<file path="config.mk">
export PLATFORM = sky130hd
export DESIGN_NAME = spi_subsystem_top
export DESIGN_NICKNAME = d
export VERILOG_FILES = /design/src/spi_cfg_pkg.sv /design/src/spi_cmd_pkg.sv /design/src/spi_cmd_decoder.sv /design/src/spi_master.sv /design/src/spi_result_unit.sv /design/src/spi_subsystem_top.sv
export SDC_FILE = /design/constraint.sdc
export NUM_CORES = 1
export LEC_CHECK = 0
export BUFFER_PORTS_ARGS = -buffer_cell sky130_fd_sc_hd__buf_4
export CAP_MARGIN = 25
export CORE_MARGIN = 2
export CORE_UTILIZATION = 40
export CTS_BUF_LIST = sky130_fd_sc_hd__clkbuf_16
export DETAILED_ROUTE_END_ITERATION = 8
export GPL_ROUTABILITY_DRIVEN = 0
export PLACE_DENSITY = 0.61
export SYNTH_ARGS = -nofsm -noshare
export SYNTH_HDL_FRONTEND = slang
export SYNTH_SLANG_ARGS = --single-unit
</file>
<file path="constraint.sdc">
create_clock -name clk -period 4.7 [get_ports clk]
set_input_delay 0.235 -clock clk [delete_from_list [all_inputs] [get_ports clk]]
set_output_delay 0.235 -clock clk [all_outputs]
set_load 0.02 [all_outputs]
</file>
<file path="src/spi_cfg_pkg.sv">
`default_nettype none

package spi_cfg_pkg;

    // Word and chip-select geometry
    localparam int SPI_DATA_W     = 8;
    localparam int SPI_MAX_SLAVES = 4;
    localparam int SPI_SEL_W      = 2;

    // Smallest serial clock period in clk cycles
    localparam logic [15:0] SPI_MIN_DIV = 16'd2;

    typedef struct packed {
        logic cpol;
        logic cpha;
    } spi_mode_t;

    typedef struct packed {
        spi_mode_t            mode;
        // Serial clock period in clk cycles
        logic [15:0]          clk_div;
        logic [SPI_SEL_W-1:0] def_sel;
    } spi_cfg_t;

    // Configuration after reset: mode 0, divide by 4, slave 0
    localparam spi_cfg_t SPI_CFG_RESET = '{
        mode:    '{cpol: 1'b0, cpha: 1'b0},
        clk_div: 16'd4,
        def_sel: '0
    };

    typedef enum logic [1:0] {
        IDLE,
        SETUP,
        TRANSFER,
        COMPLETE
    } spi_state_t;

endpackage

`default_nettype wire

</file>
<file path="src/spi_cmd_pkg.sv">
`default_nettype none

package spi_cmd_pkg;

    // Code 2'd3 is left undefined
    typedef enum logic [1:0] {
        OP_CONFIG       = 2'd0,
        OP_XFER         = 2'd1,
        OP_XFER_DEFAULT = 2'd2
    } spi_opcode_t;

    typedef struct packed {
        spi_opcode_t                        opcode;
        logic [spi_cfg_pkg::SPI_SEL_W-1:0]  sel;
        logic [spi_cfg_pkg::SPI_DATA_W-1:0] tx_data;
        spi_cfg_pkg::spi_cfg_t              cfg;
    } spi_cmd_t;

    typedef enum logic [1:0] {
        ST_OK        = 2'd0,
        ST_BAD_OP    = 2'd1,
        ST_BAD_SLAVE = 2'd2
    } spi_status_t;

    typedef struct packed {
        spi_status_t                        status;
        logic [spi_cfg_pkg::SPI_SEL_W-1:0]  sel;
        logic [spi_cfg_pkg::SPI_DATA_W-1:0] rx_data;
    } spi_rsp_t;

    // Work order from decoder to master
    typedef struct packed {
        logic [spi_cfg_pkg::SPI_SEL_W-1:0]  sel;
        logic [spi_cfg_pkg::SPI_DATA_W-1:0] tx_data;
        spi_cfg_pkg::spi_cfg_t              cfg;
    } spi_xfer_t;

    typedef enum logic {
        DEC_IDLE,
        DEC_ACK
    } dec_state_t;

    typedef enum logic [1:0] {
        RES_IDLE,
        RES_REQ,
        RES_WAIT
    } res_state_t;

endpackage

`default_nettype wire

</file>
<file path="src/spi_cmd_decoder.sv">
`timescale 1ns/10ps
`default_nettype none

module spi_cmd_decoder
    import spi_cfg_pkg::*, spi_cmd_pkg::*;
#(
    parameter int NUM_SLAVES = 4
) (
    input  logic                 clk,
    input  logic                 rst_n,
    input  spi_cmd_t             cmd,
    input  logic                 cmd_req,
    input  logic                 busy,
    input  logic                 rsp_pending,
    output logic                 cmd_ack,
    output spi_xfer_t            xfer,
    output logic                 start,
    output logic                 post,
    output spi_status_t          post_status,
    output logic [SPI_SEL_W-1:0] post_sel
);

    if (NUM_SLAVES < 1 || NUM_SLAVES > SPI_MAX_SLAVES) begin : g_num_slaves_check
        $error("spi_cmd_decoder: NUM_SLAVES out of range");
    end

    dec_state_t            state_q;
    spi_cfg_t              cfg_q;
    logic [SPI_SEL_W-1:0]  sel_q;
    logic [SPI_DATA_W-1:0] tx_q;

    logic                 accept;
    logic [SPI_SEL_W-1:0] target_sel;
    logic                 sel_ok;
    logic [15:0]          new_div;

    // One command in flight, and the previous response must be gone
    assign accept = (state_q == DEC_IDLE) && cmd_req && !busy && !rsp_pending;

    assign target_sel = (cmd.opcode == OP_XFER_DEFAULT) ? cfg_q.def_sel : cmd.sel;
    assign sel_ok     = int'(target_sel) < NUM_SLAVES;

    // Divider below the minimum would give no half period
    assign new_div = (cmd.cfg.clk_div < SPI_MIN_DIV) ? SPI_MIN_DIV : cmd.cfg.clk_div;

    assign cmd_ack = (state_q == DEC_ACK);
    assign xfer    = '{sel: sel_q, tx_data: tx_q, cfg: cfg_q};

    always_ff @(posedge clk) begin
        if (!rst_n) begin
            state_q <= DEC_IDLE;
            cfg_q   <= SPI_CFG_RESET;
            start   <= 1'b0;
            post    <= 1'b0;
        end else begin
            start <= 1'b0;
            post  <= 1'b0;
            case (state_q)
                DEC_IDLE: begin
                    if (accept) begin
                        state_q <= DEC_ACK;
                        case (cmd.opcode)
                            OP_CONFIG: begin
                                cfg_q.mode    <= cmd.cfg.mode;
                                cfg_q.clk_div <= new_div;
                                cfg_q.def_sel <= cmd.cfg.def_sel;
                                post          <= 1'b1;
                            end
                            OP_XFER, OP_XFER_DEFAULT: begin
                                if (sel_ok) begin
                                    start <= 1'b1;
                                end else begin
                                    post <= 1'b1;
                                end
                            end
                            default: begin
                                post <= 1'b1;
                            end
                        endcase
                    end
                end
                DEC_ACK: begin
                    if (!cmd_req) begin
                        state_q <= DEC_IDLE;
                    end
                end
                default: begin
                    state_q <= DEC_IDLE;
                end
            endcase
        end
    end

    // Transfer payload and the status of commands that end here
    always_ff @(posedge clk) begin
        if (accept) begin
            case (cmd.opcode)
                OP_CONFIG: begin
                    post_status <= ST_OK;
                    post_sel    <= cmd.cfg.def_sel;
                end
                OP_XFER, OP_XFER_DEFAULT: begin
                    sel_q       <= target_sel;
                    tx_q        <= cmd.tx_data;
                    post_status <= ST_BAD_SLAVE;
                    post_sel    <= target_sel;
                end
                default: begin
                    post_status <= ST_BAD_OP;
                    post_sel    <= cmd.sel;
                end
            endcase
        end
    end

endmodule

`default_nettype wire

</file>
<file path="src/spi_master.sv">
`timescale 1ns/10ps
`default_nettype none

module spi_master
    import spi_cfg_pkg::*, spi_cmd_pkg::*;
#(
    parameter int NUM_SLAVES = 4
) (
    input  logic                  clk,
    input  logic                  rst_n,
    input  spi_xfer_t             xfer,
    input  logic                  start,
    input  logic                  spi_miso,
    output logic                  busy,
    output logic                  done,
    output logic [SPI_DATA_W-1:0] rx_data,
    output logic                  spi_clk,
    output logic                  spi_mosi,
    output logic [NUM_SLAVES-1:0] spi_cs_n
);

    localparam int CNT_W = $clog2(SPI_DATA_W);

    spi_state_t state_q;
    spi_state_t state_d;

    // Captured transfer
    spi_mode_t             mode_q;
    logic [15:0]           div_q;
    logic [SPI_SEL_W-1:0]  sel_q;
    logic [SPI_DATA_W-1:0] tx_sh;
    logic [SPI_DATA_W-1:0] rx_sh;

    logic [15:0]      div_cnt;
    logic [CNT_W-1:0] bit_cnt;

    logic lead_ev;
    logic trail_ev;
    logic sample_ev;
    logic shift_ev;
    logic last_bit;

    // Leading edge at mid period, trailing edge at period end
    assign lead_ev  = (state_q == TRANSFER) && (div_cnt == (div_q >> 1) - 16'd1);
    assign trail_ev = (state_q == TRANSFER) && (div_cnt == div_q - 16'd1);

    // CPHA 1 moves data on the leading edge and samples on the trailing one
    assign sample_ev = mode_q.cpha ? trail_ev : lead_ev;
    assign shift_ev  = mode_q.cpha ? lead_ev : trail_ev;

    assign last_bit = (bit_cnt == CNT_W'(SPI_DATA_W - 1));

    always_comb begin
        state_d = state_q;
        case (state_q)
            IDLE: begin
                if (start) begin
                    state_d = SETUP;
                end
            end
            SETUP: begin
                state_d = TRANSFER;
            end
            TRANSFER: begin
                if (trail_ev && last_bit) begin
                    state_d = COMPLETE;
                end
            end
            COMPLETE: begin
                state_d = IDLE;
            end
            default: begin
                state_d = IDLE;
            end
        endcase
    end

    always_ff @(posedge clk) begin
        if (!rst_n) begin
            state_q  <= IDLE;
            mode_q   <= '0;
            div_cnt  <= '0;
            bit_cnt  <= '0;
            spi_clk  <= 1'b0;
            spi_mosi <= 1'b0;
        end else begin
            state_q <= state_d;

            // Idle clock level follows the live configuration
            if (state_q == IDLE) begin
                mode_q  <= xfer.cfg.mode;
                spi_clk <= xfer.cfg.mode.cpol;
            end else if (lead_ev) begin
                spi_clk <= ~mode_q.cpol;
            end else if (trail_ev) begin
                spi_clk <= mode_q.cpol;
            end

            if (state_q == TRANSFER) begin
                div_cnt <= trail_ev ? '0 : div_cnt + 16'd1;
                if (trail_ev) begin
                    bit_cnt <= bit_cnt + 1'b1;
                end
            end else begin
                div_cnt <= '0;
                bit_cnt <= '0;
            end

            // MSB goes out at SETUP for CPHA 0, at the first leading edge otherwise
            if (state_q == IDLE && start && !xfer.cfg.mode.cpha) begin
                spi_mosi <= xfer.tx_data[SPI_DATA_W-1];
            end else if (shift_ev) begin
                spi_mosi <= tx_sh[SPI_DATA_W-1];
            end
        end
    end

    always_ff @(posedge clk) begin
        if (state_q == IDLE) begin
            sel_q <= xfer.sel;
            div_q <= xfer.cfg.clk_div;
            if (xfer.cfg.mode.cpha) begin
                tx_sh <= xfer.tx_data;
            end else begin
                tx_sh <= {xfer.tx_data[SPI_DATA_W-2:0], 1'b0};
            end
        end else if (shift_ev) begin
            tx_sh <= {tx_sh[SPI_DATA_W-2:0], 1'b0};
        end

        if (sample_ev) begin
            rx_sh <= {rx_sh[SPI_DATA_W-2:0], spi_miso};
        end
    end

    // Selected slave held low from SETUP through COMPLETE
    always_comb begin
        spi_cs_n = '1;
        if (state_q != IDLE) begin
            for (int i = 0; i < NUM_SLAVES; i++) begin
                if (int'(sel_q) == i) begin
                    spi_cs_n[i] = 1'b0;
                end
            end
        end
    end

    assign busy    = (state_q != IDLE);
    assign done    = (state_q == COMPLETE);
    assign rx_data = rx_sh;

endmodule

`default_nettype wire

</file>
<file path="src/spi_result_unit.sv">
`timescale 1ns/10ps
`default_nettype none

module spi_result_unit
    import spi_cfg_pkg::*, spi_cmd_pkg::*;
(
    input  logic                  clk,
    input  logic                  rst_n,
    input  logic                  done,
    input  logic [SPI_DATA_W-1:0] rx_data,
    input  logic                  post,
    input  spi_status_t           post_status,
    input  logic [SPI_SEL_W-1:0]  post_sel,
    input  logic [SPI_SEL_W-1:0]  xfer_sel,
    input  logic                  rsp_ack,
    output spi_rsp_t              rsp,
    output logic                  rsp_req,
    output logic                  rsp_pending
);

    res_state_t state_q;

    always_ff @(posedge clk) begin
        if (!rst_n) begin
            state_q <= RES_IDLE;
        end else begin
            case (state_q)
                RES_IDLE: begin
                    if (done || post) begin
                        state_q <= RES_REQ;
                    end
                end
                RES_REQ: begin
                    if (rsp_ack) begin
                        state_q <= RES_WAIT;
                    end
                end
                RES_WAIT: begin
                    // Handshake ends once the host drops ack
                    if (!rsp_ack) begin
                        state_q <= RES_IDLE;
                    end
                end
                default: begin
                    state_q <= RES_IDLE;
                end
            endcase
        end
    end

    // Response register, loaded only when idle
    always_ff @(posedge clk) begin
        if (state_q == RES_IDLE) begin
            if (done) begin
                rsp <= '{status: ST_OK, sel: xfer_sel, rx_data: rx_data};
            end else if (post) begin
                rsp <= '{status: post_status, sel: post_sel, rx_data: '0};
            end
        end
    end

    assign rsp_req     = (state_q == RES_REQ);
    assign rsp_pending = (state_q != RES_IDLE);

endmodule

`default_nettype wire

</file>
<file path="src/spi_subsystem_top.sv">
`timescale 1ns/10ps
`default_nettype none

module spi_subsystem_top
    import spi_cfg_pkg::*, spi_cmd_pkg::*;
#(
    parameter int NUM_SLAVES = 4
) (
    input  logic                  clk,
    input  logic                  rst_n,
    // Host command port
    input  spi_cmd_t              cmd,
    input  logic                  cmd_req,
    output logic                  cmd_ack,
    // Host response port
    output spi_rsp_t              rsp,
    output logic                  rsp_req,
    input  logic                  rsp_ack,
    // Serial bus
    output logic                  spi_clk,
    output logic                  spi_mosi,
    input  logic                  spi_miso,
    output logic [NUM_SLAVES-1:0] spi_cs_n
);

    spi_xfer_t             xfer;
    logic                  start;
    logic                  busy;
    logic                  done;
    logic [SPI_DATA_W-1:0] rx_data;
    logic                  post;
    spi_status_t           post_status;
    logic [SPI_SEL_W-1:0]  post_sel;
    logic                  rsp_pending;

    spi_cmd_decoder #(
        .NUM_SLAVES (NUM_SLAVES)
    ) u_decoder (
        .clk         (clk),
        .rst_n       (rst_n),
        .cmd         (cmd),
        .cmd_req     (cmd_req),
        .busy        (busy),
        .rsp_pending (rsp_pending),
        .cmd_ack     (cmd_ack),
        .xfer        (xfer),
        .start       (start),
        .post        (post),
        .post_status (post_status),
        .post_sel    (post_sel)
    );

    spi_master #(
        .NUM_SLAVES (NUM_SLAVES)
    ) u_master (
        .clk      (clk),
        .rst_n    (rst_n),
        .xfer     (xfer),
        .start    (start),
        .spi_miso (spi_miso),
        .busy     (busy),
        .done     (done),
        .rx_data  (rx_data),
        .spi_clk  (spi_clk),
        .spi_mosi (spi_mosi),
        .spi_cs_n (spi_cs_n)
    );

    spi_result_unit u_result (
        .clk         (clk),
        .rst_n       (rst_n),
        .done        (done),
        .rx_data     (rx_data),
        .post        (post),
        .post_status (post_status),
        .post_sel    (post_sel),
        .xfer_sel    (xfer.sel),
        .rsp_ack     (rsp_ack),
        .rsp         (rsp),
        .rsp_req     (rsp_req),
        .rsp_pending (rsp_pending)
    );

endmodule

`default_nettype wire

</file>
==> metrics.sh <==
OUTCOME='completed'
ASYNC_FLOP_SHARE=0
SWITCHING_POWER_mW=0.9073
RSZ0062_AT_GRT='false'
FLOORPLAN.INITIALDENSITY=0.4121
CRITICALPATHCATEGORY='reg2reg'
POST_CTS_GATE_RESIZE_COUNT=0
SYNTHTOLAYOUTAREAGROWTH_PCT=14.81
PORT_BUFFERS=56
STARTPOINT_CLASS='flop'
MOST-COMMON-LAYOUT-CELLS='60 x sky130_fd_sc_hd__nand2_1, 60 x sky130_fd_sc_hd__edfxtp_1, 59 x sky130_fd_sc_hd__buf_4, 50 x sky130_fd_sc_hd__dfxtp_1, 43 x sky130_fd_sc_hd__nor2_1'
CRITICAL_PATH_CELL_COUNT=10
WORST-ENDPOINT-REQUIRED_NS=4.71
CTS_HTREE_LEVELS=3
CTS_ROOT_BUF='sky130_fd_sc_hd__clkbuf_16'
FINCLKSKEW_NS=0.01262
GR-TOTAL-OVERFLOW=0
SYN_NETS=573
STD_CELL_ROWS=42
CPPEAKSTAGEDELAY_NS=0.51
DP_HPWL_UM=8306
DIE_EXTENT_IN_Y_UM=121.3
CTS_TREE='built'
SWITCHING_SHARE=0.3227
CRIT_BUF_INV=1
DIE_WIDTH_UM=121.3
CTS_INSERTED_BUFFERS=9
HOLD_PATH_CLASS='in2reg'
CLK_PATH_BUF_DEPTH=2
CTS.SINK_COUNT=110
MIN_PATH_CELLS=1
PWR-SHARE-SEQ=0.475
RR_WORST_DEPTH=10
POWER_DENSITY_nW_PER_UM2=445.3
CELL_BREAKDOWN_OF_THE_CRITICAL_PATH='inv_1 -> ha_1 -> or4b_1 -> or3_4 -> nor4b_1 -> nor3_1 -> nor4_1 -> and2_1 -> a21o_1 -> or2_1'
LAYOUT.FILLER_CELLS=1285
MAX_CLOCK_FREQ_GHz=0.2715
IR_DROP_mV=0.1819
GRT.TOTAL_USAGE=0.1635
COMBPWRFRAC=0.256
ANTENNA_LEFT=0
INSTANCES_NO_FILL=745
POWER.CLOCK.FRACTION=0.269
TNS_NS=0
WL_UM=11200
MAX_CAP_VIOLATION_COUNT=0
SYNTH_LARGEST_AREA_CELL='sky130_fd_sc_hd__edfxtp_1'
INSERTION_DELAY_NS=0.35
GRT_MAX_DEGREE=47
CTS_SETUP_BUFFERS=0
GLOBAL_ROUTE_WIRE_LENGTH_BEFORE_REPAIR_UM=18950
POST_SYNTH.CELL_AREA_AVG_UM2=10.48
CORE_UM2=13350
PLACED_CELLS_INCL_TAPS=729
YS_TOP_CELLS_BY_AREA='sky130_fd_sc_hd__edfxtp_1 33%, sky130_fd_sc_hd__dfxtp_1 18%, sky130_fd_sc_hd__xnor2_1 4.1%'
INITIAL_ANTENNA_VIOLATION_COUNT=0
CTS_HOLD_FIX_BUFS=0
FINAL-MAX-SLEW-VIOLATION-COUNT=0
CPLARGESTDELAYFAMILY='simple AND/OR/NAND/NOR gates'
YOSYSUNIQUECELLTYPES=65
END_KIND='flop'
TIMING.SLEW.HEADROOM=0.3051
TIMING.CRITICAL_PATH.FANOUT_MAX=8
PERIOD_NEEDED_NS=3.683
COUNT_OF_FLIP_FLOPS_WITH_A_BUILT_IN_ENABLE_AFTER_SYNTHESIS=60
ANTENNA_CELLS=0
POWER.INTERNAL_mW=1.904
REPORT.FINAL.SETUP_VIOL=0
CP_SLOWEST_CELL='sky130_fd_sc_hd__or4b_1'
ROUTE.DETAILED.VIAS_PER_INST=5.207
SYNTH.YOSYS.WARNINGS=0
SYNTHESIS.INSTANCES=525
NETLIST.AREA_LEADER.SHARE=0.3276
DRT_DRC=0
TOP_LEVEL_PORTS=57
SYNTH.FF_LATCH_COUNT=110
ROUTE.VIAS.TOTAL=3879
LEAKAGE_POWER_TOTAL_nW=2.267
FINAL_STAGE_NET_COUNT=612
DIE-AREA_UM2=14710
MULTI_INPUT_COMB_AREA_UM2=2499
POST_DRT_WL_PER_CELL_UM=15.03
SYNTH.CELL_AREA_UM2=5500
DETAIL_ROUTE.ITER0.VIOLATIONS=157
SEQCELLAREA_UM2=2803
SYNTHFLOPTYPE='sky130_fd_sc_hd__edfxtp_1'
TIGHTEST_SLEW_NS=1.031
CRITPATHARRIVALTIME_NS=3.69
POST_ROUTE_CELLS_DRIVE_ABOVE_1_SHARE=0.1670
CLKTRANSATPATHREGS_NS=0.07
SYNTH.YOSYS.SEQ_AREA_SHARE=0.5096
FIRST_GLOBAL_VIAS=3783
FIRST_PASS_ITERS=4
PERIOD_SHARE=0.7837
FINAL_HOLD_VIOL_COUNT=0
[worst paths after layout]
kind	slack [ns]	from	to
min reg2reg	0.43	u_decoder.xfer[8]	u_master.div_q[6]
max reg2reg	1.02	u_master.div_q[2]	u_master.tx_sh[7]
max	1.02	u_master.div_q[2]	u_master.tx_sh[7]
min	0.06	cmd[22]	u_decoder.tx_q[2]
[cell usage after synthesis (all sizes together), types with 4 or more instances]
cell type and instances:
edfxtp 60, a21oi 10, nand3 18, dfxtp 50
o21ai 5, nor2b 11, nor3 12, and2 12
xnor2 26, buf 9, a21boi 21, mux2i 14
nand2 60, clkbuf 22, o31ai 4, a21o 4
or3 5, ha 11, nor4 17, nand2b 5
nand3b 5, mux2 4, and3 11, xor2 22
nor4b 4, inv 14, nor2 43
[routing by layer]
layer / GRT usage / up-vias / wire length [µm]
met5: 0 / - / 0
met4: 0.06250 / 0 / 272
met3: 0.03195 / 20 / 380
met2: 0.2679 / 71 / 5334
met1: 0.2138 / 1832 / 5214
li1: - / 1956 / -
[sequential cells by signal, indices dropped and copies added (netlist names), 2 cells and up]
register               flops
u_decoder.xfer            20
u_master.div_cnt          16
u_master.div_q            16
u_result.rsp              12
u_decoder.tx_q             8
u_master.rx_data           8
u_master.tx_sh             8
u_master.bit_cnt           3
u_decoder.post_sel         2
u_decoder.post_status      2
u_decoder.sel_q            2
u_master.mode_q            2
u_master.sel_q             2
u_master.state_q           2
u_result.state_q           2
[stage by stage]
stage	hold WS (ns)	power, mW	utilization	setup slack (ns)	area (µm²)
6_report	0.06293	2.812	0.4731	1.017	6315
5_1_grt	0.04165	2.971	0.4731	0.7630	6315
4_1_cts	0.05160	2.838	0.4731	1.046	6315
3_5_place_dp	0.4144	2.075	0.4508	1.056	6017
3_3_place_gp	0.4134	2.062	0.4508	1.190	6017
2_1_floorplan	0.3339	1.884	-	1.349	5500
[cell type report]
cell class / instances / share of cell area
Sequential cell: 110 / 0.4438
Multi-Input combinational cell: 370 / 0.3957
Timing Repair Buffer: 59 / 0.07014
Clock buffer: 9 / 0.03566
Tap cell: 176 / 0.03487
Clock inverter: 7 / 0.01149
Inverter: 14 / 0.008322
[kinds of logic (layout without fill, tap and decap cells)]
logic type	Yosys count	after routing	share of synthesized area
mux	18	18	0.03367
xor+xnor	48	48	0.07643
fa+ha+maj	11	11	0.02502
compound gates	68	68	0.09509
simple gates	225	225	0.2241
buf+inv	45	89	0.03617
flops	110	110	0.5096
[power by group through the flow]
stage          sequential [mW]  clock [mW]  combinational (mW)
3_3_place_gp              1.35           0               0.710
3_5_place_dp              1.36           0               0.719
4_1_cts                   1.34       0.776               0.726
5_1_grt                   1.36       0.816               0.795
6_report                  1.34       0.756               0.719
2_1_floorplan             1.30           0               0.584
Note: power is estimated with default switching activity, not from simulation.
